--- config.mk ---
export PLATFORM = sky130hd
export DESIGN_NAME = pc_fetch
export DESIGN_NICKNAME = d
export VERILOG_FILES = /design/src/design/cpu_cfg_pkg.sv /design/src/design/pc_fetch.sv
export SDC_FILE = /design/constraint.sdc
export NUM_CORES = 1
export LEC_CHECK = 0
export BUFFER_PORTS_ARGS = -buffer_cell sky130_fd_sc_hd__buf_4
export CAP_MARGIN = 20
export CORE_MARGIN = 10
export CORE_UTILIZATION = 30
export DETAILED_ROUTE_END_ITERATION = 16
export GPL_ROUTABILITY_DRIVEN = 0
export GPL_TIMING_DRIVEN = 0
export SLEW_MARGIN = 40
export SYNTH_ARGS = -nofsm -noshare
export SYNTH_HDL_FRONTEND = slang
export SYNTH_SLANG_ARGS = --single-unit
--- constraint.sdc ---
create_clock -name clk -period 5.16 [get_ports clk]
set_input_delay 0.258 -clock clk [delete_from_list [all_inputs] [get_ports clk]]
set_output_delay 0.258 -clock clk [all_outputs]
set_load 0.02 [all_outputs]
--- src/design/cpu_cfg_pkg.sv ---
package cpu_cfg_pkg;

    localparam int XLEN = 32;
    localparam int REG_AW = 5;
    localparam int NUM_REGS = 1 << REG_AW;

    typedef logic [XLEN-1:0] word_t;
    typedef logic [REG_AW-1:0] reg_addr_t;

    // instruction queue depth, in instructions
    localparam int DEFAULT_FIFO_DEPTH = 16;

    // boot vector
    localparam word_t DEFAULT_RESET_PC = 32'hbfc00000;

endpackage
--- src/design/pc_fetch.sv ---
`timescale 1ns/1ps

module pc_fetch import cpu_cfg_pkg::*; #(
    parameter word_t RESET_PC = DEFAULT_RESET_PC
) (
    input  logic  clk,
    input  logic  rst_i,
    input  logic  inst_data_ok_i,
    input  logic  inst_data_ok2_i,
    input  logic  fifo_room_i,
    output logic  inst_sram_en_o,
    output word_t inst_pc_o
);

    word_t pc_q;

    // request only while a whole pair fits in the queue
    assign inst_sram_en_o = fifo_room_i;
    assign inst_pc_o = pc_q;

    always_ff @(posedge clk) begin
        if (rst_i) begin
            pc_q <= RESET_PC;
        end else if (inst_data_ok_i) begin
            // skip one word or two
            pc_q <= inst_data_ok2_i ? pc_q + 32'd8 : pc_q + 32'd4;
        end
    end

endmodule

==> results of run 1 <==
==> Yosys cell counts (2+ instances only) <==
master,n
sky130_fd_sc_hd__nor4_1,3
sky130_fd_sc_hd__xnor2_1,4
sky130_fd_sc_hd__clkbuf_1,5
sky130_fd_sc_hd__or3_2,2
sky130_fd_sc_hd__nand2_1,12
sky130_fd_sc_hd__nand3_1,12
sky130_fd_sc_hd__xor2_1,2
sky130_fd_sc_hd__and4_1,5
sky130_fd_sc_hd__nor2_1,15
sky130_fd_sc_hd__or3_1,7
sky130_fd_sc_hd__and2_1,2
sky130_fd_sc_hd__buf_4,4
sky130_fd_sc_hd__nor2b_1,3
sky130_fd_sc_hd__ha_1,2
sky130_fd_sc_hd__mux2i_1,5
sky130_fd_sc_hd__nor3_1,3
sky130_fd_sc_hd__o21ai_0,11
sky130_fd_sc_hd__nor3b_1,2
sky130_fd_sc_hd__nand4_1,7
sky130_fd_sc_hd__inv_1,5
sky130_fd_sc_hd__or4_1,8
sky130_fd_sc_hd__and3_1,3
sky130_fd_sc_hd__dfxtp_1,30
sky130_fd_sc_hd__buf_2,3
sky130_fd_sc_hd__a21oi_1,13
sky130_fd_sc_hd__o31ai_1,8
==> cell type report <==
class                      instances  area (sq um)  area share [%]
buffer                            13          67.6            3.43
clock buffer                       7          76.3            3.87
inverter                           5          18.8           0.952
multi-input combinational        142           880            44.6
sequential                        30           601            30.5
tap                               70          87.6            4.44
timing repair buffer              32           240            12.2
==> worst paths after layout <==
kind                                                  from                          to  slack [ps]  cells past startpoint
worst min-delay path                       inst_data_ok2_i   inst_pc_o[2]$_SDFFE_PP0P_         330                      3
worst max-delay path             inst_pc_o[3]$_SDFFE_PP0P_  inst_pc_o[18]$_SDFFE_PP0P_        3170                      6
worst min register to register  inst_pc_o[31]$_SDFFE_PP1P_  inst_pc_o[31]$_SDFFE_PP1P_         500                      2
worst max register to register   inst_pc_o[3]$_SDFFE_PP0P_  inst_pc_o[18]$_SDFFE_PP0P_        3170                      6
==> worst max-delay path, cell delays in order (launching register included) <==
cell and delay [ps]:
sky130_fd_sc_hd__dfxtp_1 430, sky130_fd_sc_hd__ha_1 220, sky130_fd_sc_hd__mux2i_1 130, sky130_fd_sc_hd__or4_1 410
sky130_fd_sc_hd__buf_2 170, sky130_fd_sc_hd__or4_1 400, sky130_fd_sc_hd__a21oi_1 160
==> per-layer routing <==
metal,wire (um),vias up
li1,-,771
met1,1970,721
met2,2050,32
met3,176,2
met4,34,0
met5,0,-
==> power groups by stage <==
| stage | sequential, mW | clock, mW | combinational, mW |
|---|---|---|---|
| after floorplan | 0.242 | 0 | 0.0163 |
| after global placement | 0.241 | 0 | 0.0263 |
| after detailed placement | 0.241 | 0 | 0.0266 |
| after CTS | 0.236 | 0.181 | 0.0266 |
| after global routing | 0.236 | 0.193 | 0.0295 |
| final | 0.236 | 0.174 | 0.0264 |
==> logic make-up (layout without fill, tap and decap cells) <==
family / after synthesis / after routing / share of synthesized area, %
AOI/OAI and AO/OA: 36 / 36 / 13.6
other: 1 / 2 / 0.240
buffers and inverters: 18 / 57 / 5.52
xor gates and xnor gates: 6 / 6 / 3.36
adders and majority gates: 2 / 2 / 1.60
DFF: 30 / 30 / 38.4
muxes: 6 / 6 / 3.92
and+or+nand+nor: 90 / 90 / 33.3
==> stage by stage <==
step	hold slack, ps	utilization (%)	power, mW	setup WS (ps)
5_1_grt	336	38.8	0.458	3000
4_1_cts	310	38.8	0.444	3150
3_3_place_gp	487	37.3	0.267	3210
2_1_floorplan	502	-	0.259	3190
6_report	325	38.8	0.437	3170
3_5_place_dp	492	37.3	0.268	3200
==> qor.txt, run 1 <==
IO Pins - 38
Count of routing violations after the opening detailed-route iteration - 148
RSZ-0062 raised after global routing - no
Type of destination of the critical path - flip-flop
Via count of the first global-routing pass - 1,441
Share of synthesized area occupied by flip-flops and latches - 38.4%
Library cells used by synthesis - 39
Die height - 92.2 um
Final-report max-slew violation count - 0
Run status - finished, final reports clean
Netlist area before placement - 1560 sq um
Average routed wire per standard cell - 14.1 um
Data arrival time of the worst path - 2200 ps
Wire length reported by the detailed router - 4230 um
Maximum resistive drop on vdd - 0.0803 mV
Remaining global-route overflow - 0
Flip-flop count of the largest register, all copies and words added - 30
Placement-stage cell area - 1890 sq um
Setup-violating endpoint count in the final report - 0
Antenna violations before repair - 0
Max Root-Sink Buffers - 2
Share of the synthesized area in the top cell type - 38.4%
Hold WC Path Type - input pin to flip-flop
Hold Vio Cnt, Final - 0
Fin nets - 236
Launching element type of the critical path - flip-flop
Post-route clock period utilization - 38.7%
Final instance area - 1970 sq um
Commonest non-fill, non-tap cell in the layout - sky130_fd_sc_hd__buf_4
Share of cells above drive strength 1 - 22.7%
Quantity of gates resized following cts - 0
Post-detailed-route count of antenna-violating nets - 0
Pwr Density - 222 nW/um^2
Share of power burned in the clock network - 39.9%
Actual slew at the worst max-slew pin - 752 ps
Fill cell total of the finished layout - 559
Wire length of the first global-routing pass - 7120 um
Initial Util - 30.8%
Highest clock frequency the design can meet - 501 MHz
Post-CTS Repair Setup Buffers - 0
GRT met2 Usage - 16.1%
Met1 track utilization from global routing - 12.6%
First-pass iteration count of the detailed router - 4
Count of input and output buffers - 32
Maximum number of pins on one net before global-route repair - 11
Top library cells by usage in the layout, fill and taps aside - 36 x sky130_fd_sc_hd__buf_4, 30 x sky130_fd_sc_hd__dfxtp_1, 15 x sky130_fd_sc_hd__nor2_1
Diodes inserted - 0
Clock slew seen by the registers of the worst setup and hold paths - 60 ps
Vias - 1,526
Area grow syn2layout - 26.1%
Horizontal extent of the die - 92.2 um
Number of remaining DRC errors - 0
Detailed placer's ending HPWL - 3190 um
CTS tree - done
Net load switching power - 0.101 mW
Root Buffer Master - sky130_fd_sc_hd__clkbuf_8
Total of warnings raised by yosys - 0
Final critical path time including I/O delays and setup - 1990 ps
Final clock skew - 2.28 ps
Most used flip-flop cell after synthesis - sky130_fd_sc_hd__dfxtp_1
Count of standard-cell rows - 26
H-tree depth - 2
Source-to-sink clock delay at the later pin of the worst-skew pair - 280 ps
Top cell type by total area after synthesis - sky130_fd_sc_hd__dfxtp_1
Full die area - 8500 sq um
Most area-consuming cells after synthesis - sky130_fd_sc_hd__dfxtp_1 38%, sky130_fd_sc_hd__a21oi_1 4.2%, sky130_fd_sc_hd__nand3_1 3.8%, sky130_fd_sc_hd__o31ai_1 3.8%, sky130_fd_sc_hd__or4_1 3.8%
Number of vias per cell after detailed routing - 5.10
Number of buffers created by CTS - 5
Total of flip-flops plus latches after synthesis - 30
Cts hold-fix bufs - 0
Max-cap viol count - 0
Net switching fraction of the power - 23.0%
Core Region - 5070 sq um
Instance count of the mapped netlist - 189
Max_slew headroom - 49.3%
Syn Area/Cell - 8.27 sq um
Category of the critical setup timing path - flip-flop to flip-flop
Global routing met3 resource utilization - 3.67%
FFs w/ async S/R, synth - 0%
Logic gate share of total power - 6.1%
Count of non-filler cells in the finished layout - 299
EDFF count, synth - 0
CP required - 5360 ps
Total routing resource utilization after global routing - 10.3%
Sink Count - 30
Total placed cells including tap cells - 292
Design internal power - 0.336 mW
CP Max Fanout - 7
Leak - 0.710 nW
Sequential power share - 54.1%
Setup TNS - 0 ps
Peak-usage layer in the global routing report - met2
Note: power is estimated with default switching activity, not from simulation.
==> run 2: changes to the inputs <==
--- a/config.mk
+++ b/config.mk
@@ -5,6 +5,7 @@
 export SDC_FILE = /design/constraint.sdc
 export NUM_CORES = 1
 export LEC_CHECK = 0
+export ABC_AREA = 1
 export BUFFER_PORTS_ARGS = -buffer_cell sky130_fd_sc_hd__buf_4
 export CAP_MARGIN = 20
 export CORE_MARGIN = 10
==> constraint.sdc (replaced) <==
create_clock -name clk -period 1.9 [get_ports clk]
set_input_delay 0.095 -clock clk [delete_from_list [all_inputs] [get_ports clk]]
set_output_delay 0.095 -clock clk [all_outputs]
set_load 0.02 [all_outputs]
==> run 2 against run 1 <==
  * Core utilization shrank 0.51 points
  * Routed wire length is 33% higher
  * Clock power increased to 2.8 times the previous value
  * Worst hold slack worse by 300 ps
  * Non-clock buffer count down 5
  * Critical path depth is 3 higher
  * Synthesized cell count rose by 58%
  * Sequential share of layout area shrank 4.3 points
==> qor.txt, run 2 <==
Total of warnings raised by yosys - 0 (unchanged)
Levels on crit path - 9 (+3)
Post-CTS Repair Setup Buffers - 0 (unchanged)
Core Region - 5990 sq um (+18%)
Hold WC Path Type - input pin to flip-flop
Count of routing violations after the opening detailed-route iteration - 147 (-0.68%)
IO Pins - 38 (unchanged)
Area grow syn2layout - 22.5%
Initial Util - 31.3% (+0.49 points)
Maximum number of pins on one net before global-route repair - 11 (unchanged)
Fin nets - 347 (+47%)
RSZ-0062 raised after global routing - no
Wire length reported by the detailed router - 5620 um (+33%)
Instance count of the mapped netlist - 299 (+58%)
Remaining global-route overflow - 0 (unchanged)
Max_slew headroom - 61.8% (+12 points)
Destination of the worst register-to-register timing path - inst_pc_o[17]$_SDFFE_PP0P_
Path depth of the worst reg2reg path - 9 (+3)
Hold Vio Cnt, Final - 0 (unchanged)
Share of the synthesized area in the top cell type - 32.0% (-6.4 points)
Number of vias per cell after detailed routing - 4.81 (-5.7%)
Syn Area/Cell - 6.27 sq um (-24%)
Post-detailed-route count of antenna-violating nets - 0 (unchanged)
Share of synthesized area occupied by flip-flops and latches - 32.0% (-6.4 points)
Total routing resource utilization after global routing - 11.5% (+1.2 points)
Launching element type of the critical path - flip-flop
Antenna violations before repair - 0 (unchanged)
Fill cell total of the finished layout - 665 (+19%)
Final clock skew - 2.13 ps (-0.150 ps)
Share of cells above drive strength 1 - 20.6% (-2.1 points)
EDFF count, synth - 0 (unchanged)
Wire length of the first global-routing pass - 9280 um (+30%)
Setup-violating endpoint count in the final report - 0 (unchanged)
Die height - 99.0 um (+7.4%)
Highest clock frequency the design can meet - 600 MHz (+20%)
Detailed placer's ending HPWL - 4480 um (+41%)
Max Root-Sink Buffers - 2 (unchanged)
Highest-delay cell along the critical path - sky130_fd_sc_hd__dfxtp_1
Netlist area before placement - 1870 sq um (+20%)
Post-route clock period utilization - 87.7% (+49 points)
Full die area - 9810 sq um (+15%)
Category of the critical setup timing path - flip-flop to flip-flop
Maximum resistive drop on vdd - 0.286 mV (+260%)
Most area-consuming cells after synthesis - sky130_fd_sc_hd__dfxtp_1 32%, sky130_fd_sc_hd__nand2_1 14%, sky130_fd_sc_hd__nor2_1 9.2%, sky130_fd_sc_hd__nand3_1 9.1%, sky130_fd_sc_hd__inv_1 6.2%
Crit path cell chain - ha_1 -> inv_1 -> nor2_4 -> nand3_2 -> nor2_2 -> and2_1 -> nand2_1 -> nand2_1 -> nor2_1
CP required - 2080 ps (-3280 ps)
Average routed wire per standard cell - 13.5 um (-4.3%)
Delay of the slowest critical-path stage - 430 ps (about the same)
Flip-flop count of the largest register, all copies and words added - 30 (unchanged)
Source-to-sink clock delay at the later pin of the worst-skew pair - 280 ps (about the same)
Family with the most delay on the worst path - simple AND/OR/NAND/NOR gates
Type of destination of the critical path - flip-flop
Setup TNS - 0 ps (unchanged)
Via count of the first global-routing pass - 1,873 (+30%)
Data arrival time of the worst path - 1850 ps (-350 ps)
Library cells used by synthesis - 33 (-15%)
Root Buffer Master - sky130_fd_sc_hd__clkbuf_8
End point of the critical path - inst_pc_o[17]$_SDFFE_PP0P_
Pwr Density - 541 nW/um^2 (+140%)
CP Max Fanout - 6 (-1)
Top library cells by usage in the layout, fill and taps aside - 72 x sky130_fd_sc_hd__nand2_1, 46 x sky130_fd_sc_hd__nor2_1, 36 x sky130_fd_sc_hd__buf_4
Most prevalent standard cell on the critical path - sky130_fd_sc_hd__nand2_1
FF-to-FF Start - inst_pc_o[4]$_SDFFE_PP0P_
First-pass iteration count of the detailed router - 5 (+1)
H-tree depth - 2 (unchanged)
Total of flip-flops plus latches after synthesis - 30 (unchanged)
Most common cell in the netlist - sky130_fd_sc_hd__nand2_1
Final critical path time including I/O delays and setup - 1670 ps (-329 ps)
Run status - finished, final reports clean
Max-cap viol count - 0 (unchanged)
Sink Count - 30 (unchanged)
Final-report max-slew violation count - 0 (unchanged)
Count of input and output buffers - 33 (+3.1%)
CTS tree - done
Quantity of gates resized following cts - 0 (unchanged)
Number of remaining DRC errors - 0 (unchanged)
Crit path buf inv count - 1 (unchanged)
Clock slew seen by the registers of the worst setup and hold paths - 60 ps (about the same)
Actual slew at the worst max-slew pin - 573 ps (-179 ps)
Top cell type by total area after synthesis - sky130_fd_sc_hd__dfxtp_1
Vias - 1,997 (+31%)
Worst R2R Setup Slack - 230 ps (-2930 ps)
Number of buffers created by CTS - 5 (unchanged)
Synth cell count leaders - 72 x sky130_fd_sc_hd__nand2_1, 46 x sky130_fd_sc_hd__nor2_1, 34 x sky130_fd_sc_hd__nand3_1, 31 x sky130_fd_sc_hd__inv_1, 30 x sky130_fd_sc_hd__dfxtp_1
Horizontal extent of the die - 99.0 um (+7.4%)
Cts hold-fix bufs - 0 (unchanged)
Leak - 1.06 nW (+50%)
Startpoint of the most critical setup path - inst_pc_o[4]$_SDFFE_PP0P_
Total power after layout - 1.24 mW (+180%)
Commonest non-fill, non-tap cell in the layout - sky130_fd_sc_hd__nand2_1
Count of standard-cell rows - 28 (+7.7%)
Most used flip-flop cell after synthesis - sky130_fd_sc_hd__dfxtp_1
FFs w/ async S/R, synth - 0% (unchanged)
Diodes inserted - 0 (unchanged)
[run 2: how the worst min path moves through the flow]
stage,startpoint,end,slack (ps),cells past startpoint
after floorplan,rst_i,inst_pc_o[2]$_SDFFE_PP0P_,160,1
after CTS,rst_i,inst_pc_o[2]$_SDFFE_PP0P_,20,2
after global routing,rst_i,inst_pc_o[2]$_SDFFE_PP0P_,20,2
after detailed placement,rst_i,inst_pc_o[2]$_SDFFE_PP0P_,320,2
after global placement,rst_i,inst_pc_o[2]$_SDFFE_PP0P_,320,2
final,rst_i,inst_pc_o[2]$_SDFFE_PP0P_,30,2
[run 2: area by class of cell]
| class | count | area [sq um] | share of cell area (%) |
|---|---|---|---|
| clock buffer | 7 | 76.3 | 3.32 |
| tap | 75 | 93.8 | 4.09 |
| multi-input combinational | 228 | 1100 | 48.1 |
| timing repair buffer | 33 | 248 | 10.8 |
| buffer | 7 | 40.0 | 1.74 |
| inverter | 35 | 134 | 5.83 |
| sequential | 30 | 601 | 26.2 |
[run 2: worst register-to-register path, delay by kind of cell (launching register included)]
kind / cells / cell delay, ps
buf+inv: 1 / 100
fa+ha+maj: 1 / 270
flops: 1 / 430
simple gates: 7 / 770
[run 2: power by group]
| group | switching (mW) | internal, mW |
|---|---|---|
| Clock | 0.231 | 0.252 |
| Combinational | 0.0780 | 0.0380 |
| Sequential | 0.00928 | 0.635 |
| Total | 0.318 | 0.925 |
[run 2: through the flow]
stage	worst slack [ps]	std cells	area, sq um	hold WS, ps	util [%]
4_1_cts	227	415	2300	21.9	38.3
2_1_floorplan	346	300	1880	164	-
3_5_place_dp	241	408	2220	322	37.1
3_3_place_gp	270	408	2220	319	37.1
5_1_grt	72.2	415	2300	22.3	38.3
6_report	234	415	2300	28.9	38.3
[run 2: logic make-up after synthesis]
group           synth area share [%]
xor+xnor                       0.467
compound gates                  8.55
buf+inv                         9.28
flops                           32.0
fa+ha+maj                       1.33
other cells                    0.200
simple gates                    48.1
[run 2: routing by layer]
metal  wire, um  up-vias  share of wire (%)  global-route usage, %
met5          0        -                  0                      0
met2       2450       51                 44                   17.9
li1           -     1046                  -                      -
met4         68        0                1.2                   4.08
met3        375        8                6.7                   3.14
met1       2730      892                 49                   14.9
==> run 3: changes to the inputs <==
==> constraint.sdc (replaced) <==
create_clock -name clk -period 1.9 [get_ports clk]
set_input_delay 0 -clock clk [delete_from_list [all_inputs] [get_ports clk]]
set_output_delay 0 -clock clk [all_outputs]
set_load 0.02 [all_outputs]
==> run 3 against run 2 <==
  * Critical path depth did not move
  * Sequential share of layout area fell by 0.11 points
  * Cell count rose by 0.24%
  * Sequential power barely moved
  * Highest routed layer unchanged
  * Count of clock-buffer cells in the layout did not move
==> qor.txt, run 3 (synthesis results as in run 2) <==
Remaining global-route overflow - 0 (unchanged)
Count of standard-cell rows - 28 (unchanged)
Total routing resource utilization after global routing - 11.5% (about the same)
Commonest non-fill, non-tap cell in the layout - sky130_fd_sc_hd__nand2_1
Worst Hold Endpoint - inst_pc_o[2]$_SDFFE_PP0P_
CP required - 2080 ps (about the same)
Hold Worst Slack - 118 ps (+88.7 ps)
Post-route clock period utilization - 88.2% (+0.49 points)
IO Pins - 38 (unchanged)
Most prevalent standard cell on the critical path - sky130_fd_sc_hd__nand2_1
Type of destination of the critical path - flip-flop
Wire length reported by the detailed router - 5610 um (-0.12%)
Highest-delay cell along the critical path - sky130_fd_sc_hd__dfxtp_1
Leak - 1.07 nW (+0.39%)
Number of buffers created by CTS - 5 (unchanged)
Maximum number of pins on one net before global-route repair - 11 (unchanged)
Full die area - 9810 sq um (unchanged)
Levels on crit path - 9 (unchanged)
Cells on Worst Hold Path - 4 (+2)
Detailed placer's ending HPWL - 4480 um (unchanged)
Post-Place Setup Slack - 241 ps (unchanged)
Number of vias per cell after detailed routing - 4.82 (+0.16%)
Setup slack of the critical path after layout - 225 ps (-9.25 ps)
Crit path cell chain - ha_1 -> inv_1 -> nor2_4 -> nand3_2 -> nor2_2 -> and2_1 -> nand2_1 -> nand2_1 -> nor2_1
Count of non-filler cells in the finished layout - 416 (+0.24%)
Area grow syn2layout - 23.0%
Final-report max-slew violation count - 0 (unchanged)
Sink Count - 30 (unchanged)
Maximum resistive drop on vdd - 0.286 mV (about the same)
Top library cells by usage in the layout, fill and taps aside - 72 x sky130_fd_sc_hd__nand2_1, 46 x sky130_fd_sc_hd__nor2_1, 36 x sky130_fd_sc_hd__buf_4
Root Buffer Master - sky130_fd_sc_hd__clkbuf_8
Post-detailed-route count of antenna-violating nets - 0 (unchanged)
Footprint of the multi-input gates - 1100 sq um (unchanged)
Setup-violating endpoint count in the final report - 0 (unchanged)
Setup TNS - 0 ps (unchanged)
Delay of the slowest critical-path stage - 430 ps (about the same)
CP Max Fanout - 6 (unchanged)
Count of routing violations after the opening detailed-route iteration - 143 (-2.7%)
CTS tree - done
Hold Vio Cnt, Final - 0 (unchanged)
Max-cap viol count - 0 (unchanged)
Via count of the first global-routing pass - 1,876 (+0.16%)
Launching element type of the critical path - flip-flop
Highest clock frequency the design can meet - 597 MHz (-0.55%)
Pwr Density - 540 nW/um^2 (-0.29%)
Category of the critical setup timing path - flip-flop to flip-flop
Total placed cells including tap cells - 408 (unchanged)
Post-CTS Repair Setup Buffers - 0 (unchanged)
Sequential cell area - 601 sq um (unchanged)
Core Region - 5990 sq um (unchanged)
Max_slew headroom - 61.6% (-0.24 points)
Count of input and output buffers - 33 (unchanged)
First-pass iteration count of the detailed router - 4 (-1)
Average routed wire per standard cell - 13.5 um (-0.36%)
Actual slew at the worst max-slew pin - 577 ps (+3.63 ps)
Flip-flop count of the largest register, all copies and words added - 30 (unchanged)
Initial Util - 31.3% (unchanged)
RSZ-0062 raised after global routing - no
Family with the most delay on the worst path - simple AND/OR/NAND/NOR gates
Max Root-Sink Buffers - 2 (unchanged)
Run status - finished, final reports clean
Antenna violations before repair - 0 (unchanged)
Fill cell total of the finished layout - 664 (-0.15%)
Wire length of the first global-routing pass - 9290 um (about the same)
Source of the worst hold timing path - inst_data_ok2_i
Clock slew seen by the registers of the worst setup and hold paths - 60 ps (about the same)
Horizontal extent of the die - 99.0 um (unchanged)
Source-to-sink clock delay at the later pin of the worst-skew pair - 280 ps (about the same)
Worst R2R Setup Slack - 220 ps (about the same)
Share of cells above drive strength 1 - 20.5% (-0.060 points)
FF-to-FF Start - inst_pc_o[4]$_SDFFE_PP0P_
H-tree depth - 2 (unchanged)
Path depth of the worst reg2reg path - 9 (unchanged)
Vias - 2,005 (+0.40%)
Data arrival time of the worst path - 1860 ps (about the same)
Destination of the worst register-to-register timing path - inst_pc_o[17]$_SDFFE_PP0P_
Hold WC Path Type - input pin to flip-flop
Diodes inserted - 0 (unchanged)
Fin nets - 348 (+0.29%)
Die height - 99.0 um (unchanged)
Final critical path time including I/O delays and setup - 1680 ps (+9.25 ps)
Final clock skew - 3.65 ps (+1.52 ps)
Crit path buf inv count - 1 (unchanged)
Number of remaining DRC errors - 0 (unchanged)
[run 3: cell count changes in the layout (fill, tap and decap cells not counted), sizes merged]
| cell | delta |
|---|---|
| dlygate4sd3 | +1 |
[run 3: where the power goes]
group          leakage, nW  switching [mW]  total (mW)  internal (mW)
logic                0.787          0.0781       0.117         0.0393
clock network       0.0383           0.231       0.483          0.252
registers            0.243         0.00923       0.644          0.635
[run 3: metrics by stage]
stage	total power [mW]	utilization (%)	area [sq um]
floorplan	0.734	-	1880
global placement	0.774	37.1	2220
detailed placement	0.775	37.1	2220
CTS	1.27	38.5	2310
global route	1.32	38.5	2310
finish	1.24	38.5	2310
[run 3: area by class of cell]
class | count | share of cell area [%]
Sequential cell | 30 | 26.0
Inverter | 35 | 5.81
Clock buffer | 7 | 3.31
Timing Repair Buffer | 34 | 11.2
Buffer | 7 | 1.74
Multi-Input combinational cell | 228 | 47.9
Tap cell | 75 | 4.07
[run 3: how the worst max path moves through the flow]
stage	to	startpoint	slack, ps
2_1_floorplan	inst_pc_o[17]$_SDFFE_PP0P_	inst_pc_o[4]$_SDFFE_PP0P_	350
3_3_place_gp	inst_pc_o[17]$_SDFFE_PP0P_	inst_pc_o[4]$_SDFFE_PP0P_	270
3_5_place_dp	inst_pc_o[17]$_SDFFE_PP0P_	inst_pc_o[4]$_SDFFE_PP0P_	240
4_1_cts	inst_pc_o[17]$_SDFFE_PP0P_	inst_pc_o[4]$_SDFFE_PP0P_	230
5_1_grt	inst_pc_o[17]$_SDFFE_PP0P_	inst_pc_o[4]$_SDFFE_PP0P_	70
6_report	inst_pc_o[17]$_SDFFE_PP0P_	inst_pc_o[4]$_SDFFE_PP0P_	220
[run 3: timing repair]
item,in CTS,in global routing
hold buffers,1,0
resized for setup,0,0
endpoints found under the hold margin,4,0
[run 3: routing by layer]
metal	track usage, %	vias up	wire (um)
li1	-	1046	-
met1	14.8	890	2680
met3	3.21	8	434
met4	4.08	0	67
met2	17.9	61	2430
met5	0	-	0
[run 3: tightest hold or removal path, stage by stage]
cell and delay [ps]:
sky130_fd_sc_hd__buf_4 160, sky130_fd_sc_hd__nor2_1 80, sky130_fd_sc_hd__nand2_1 60, sky130_fd_sc_hd__a21oi_1 50
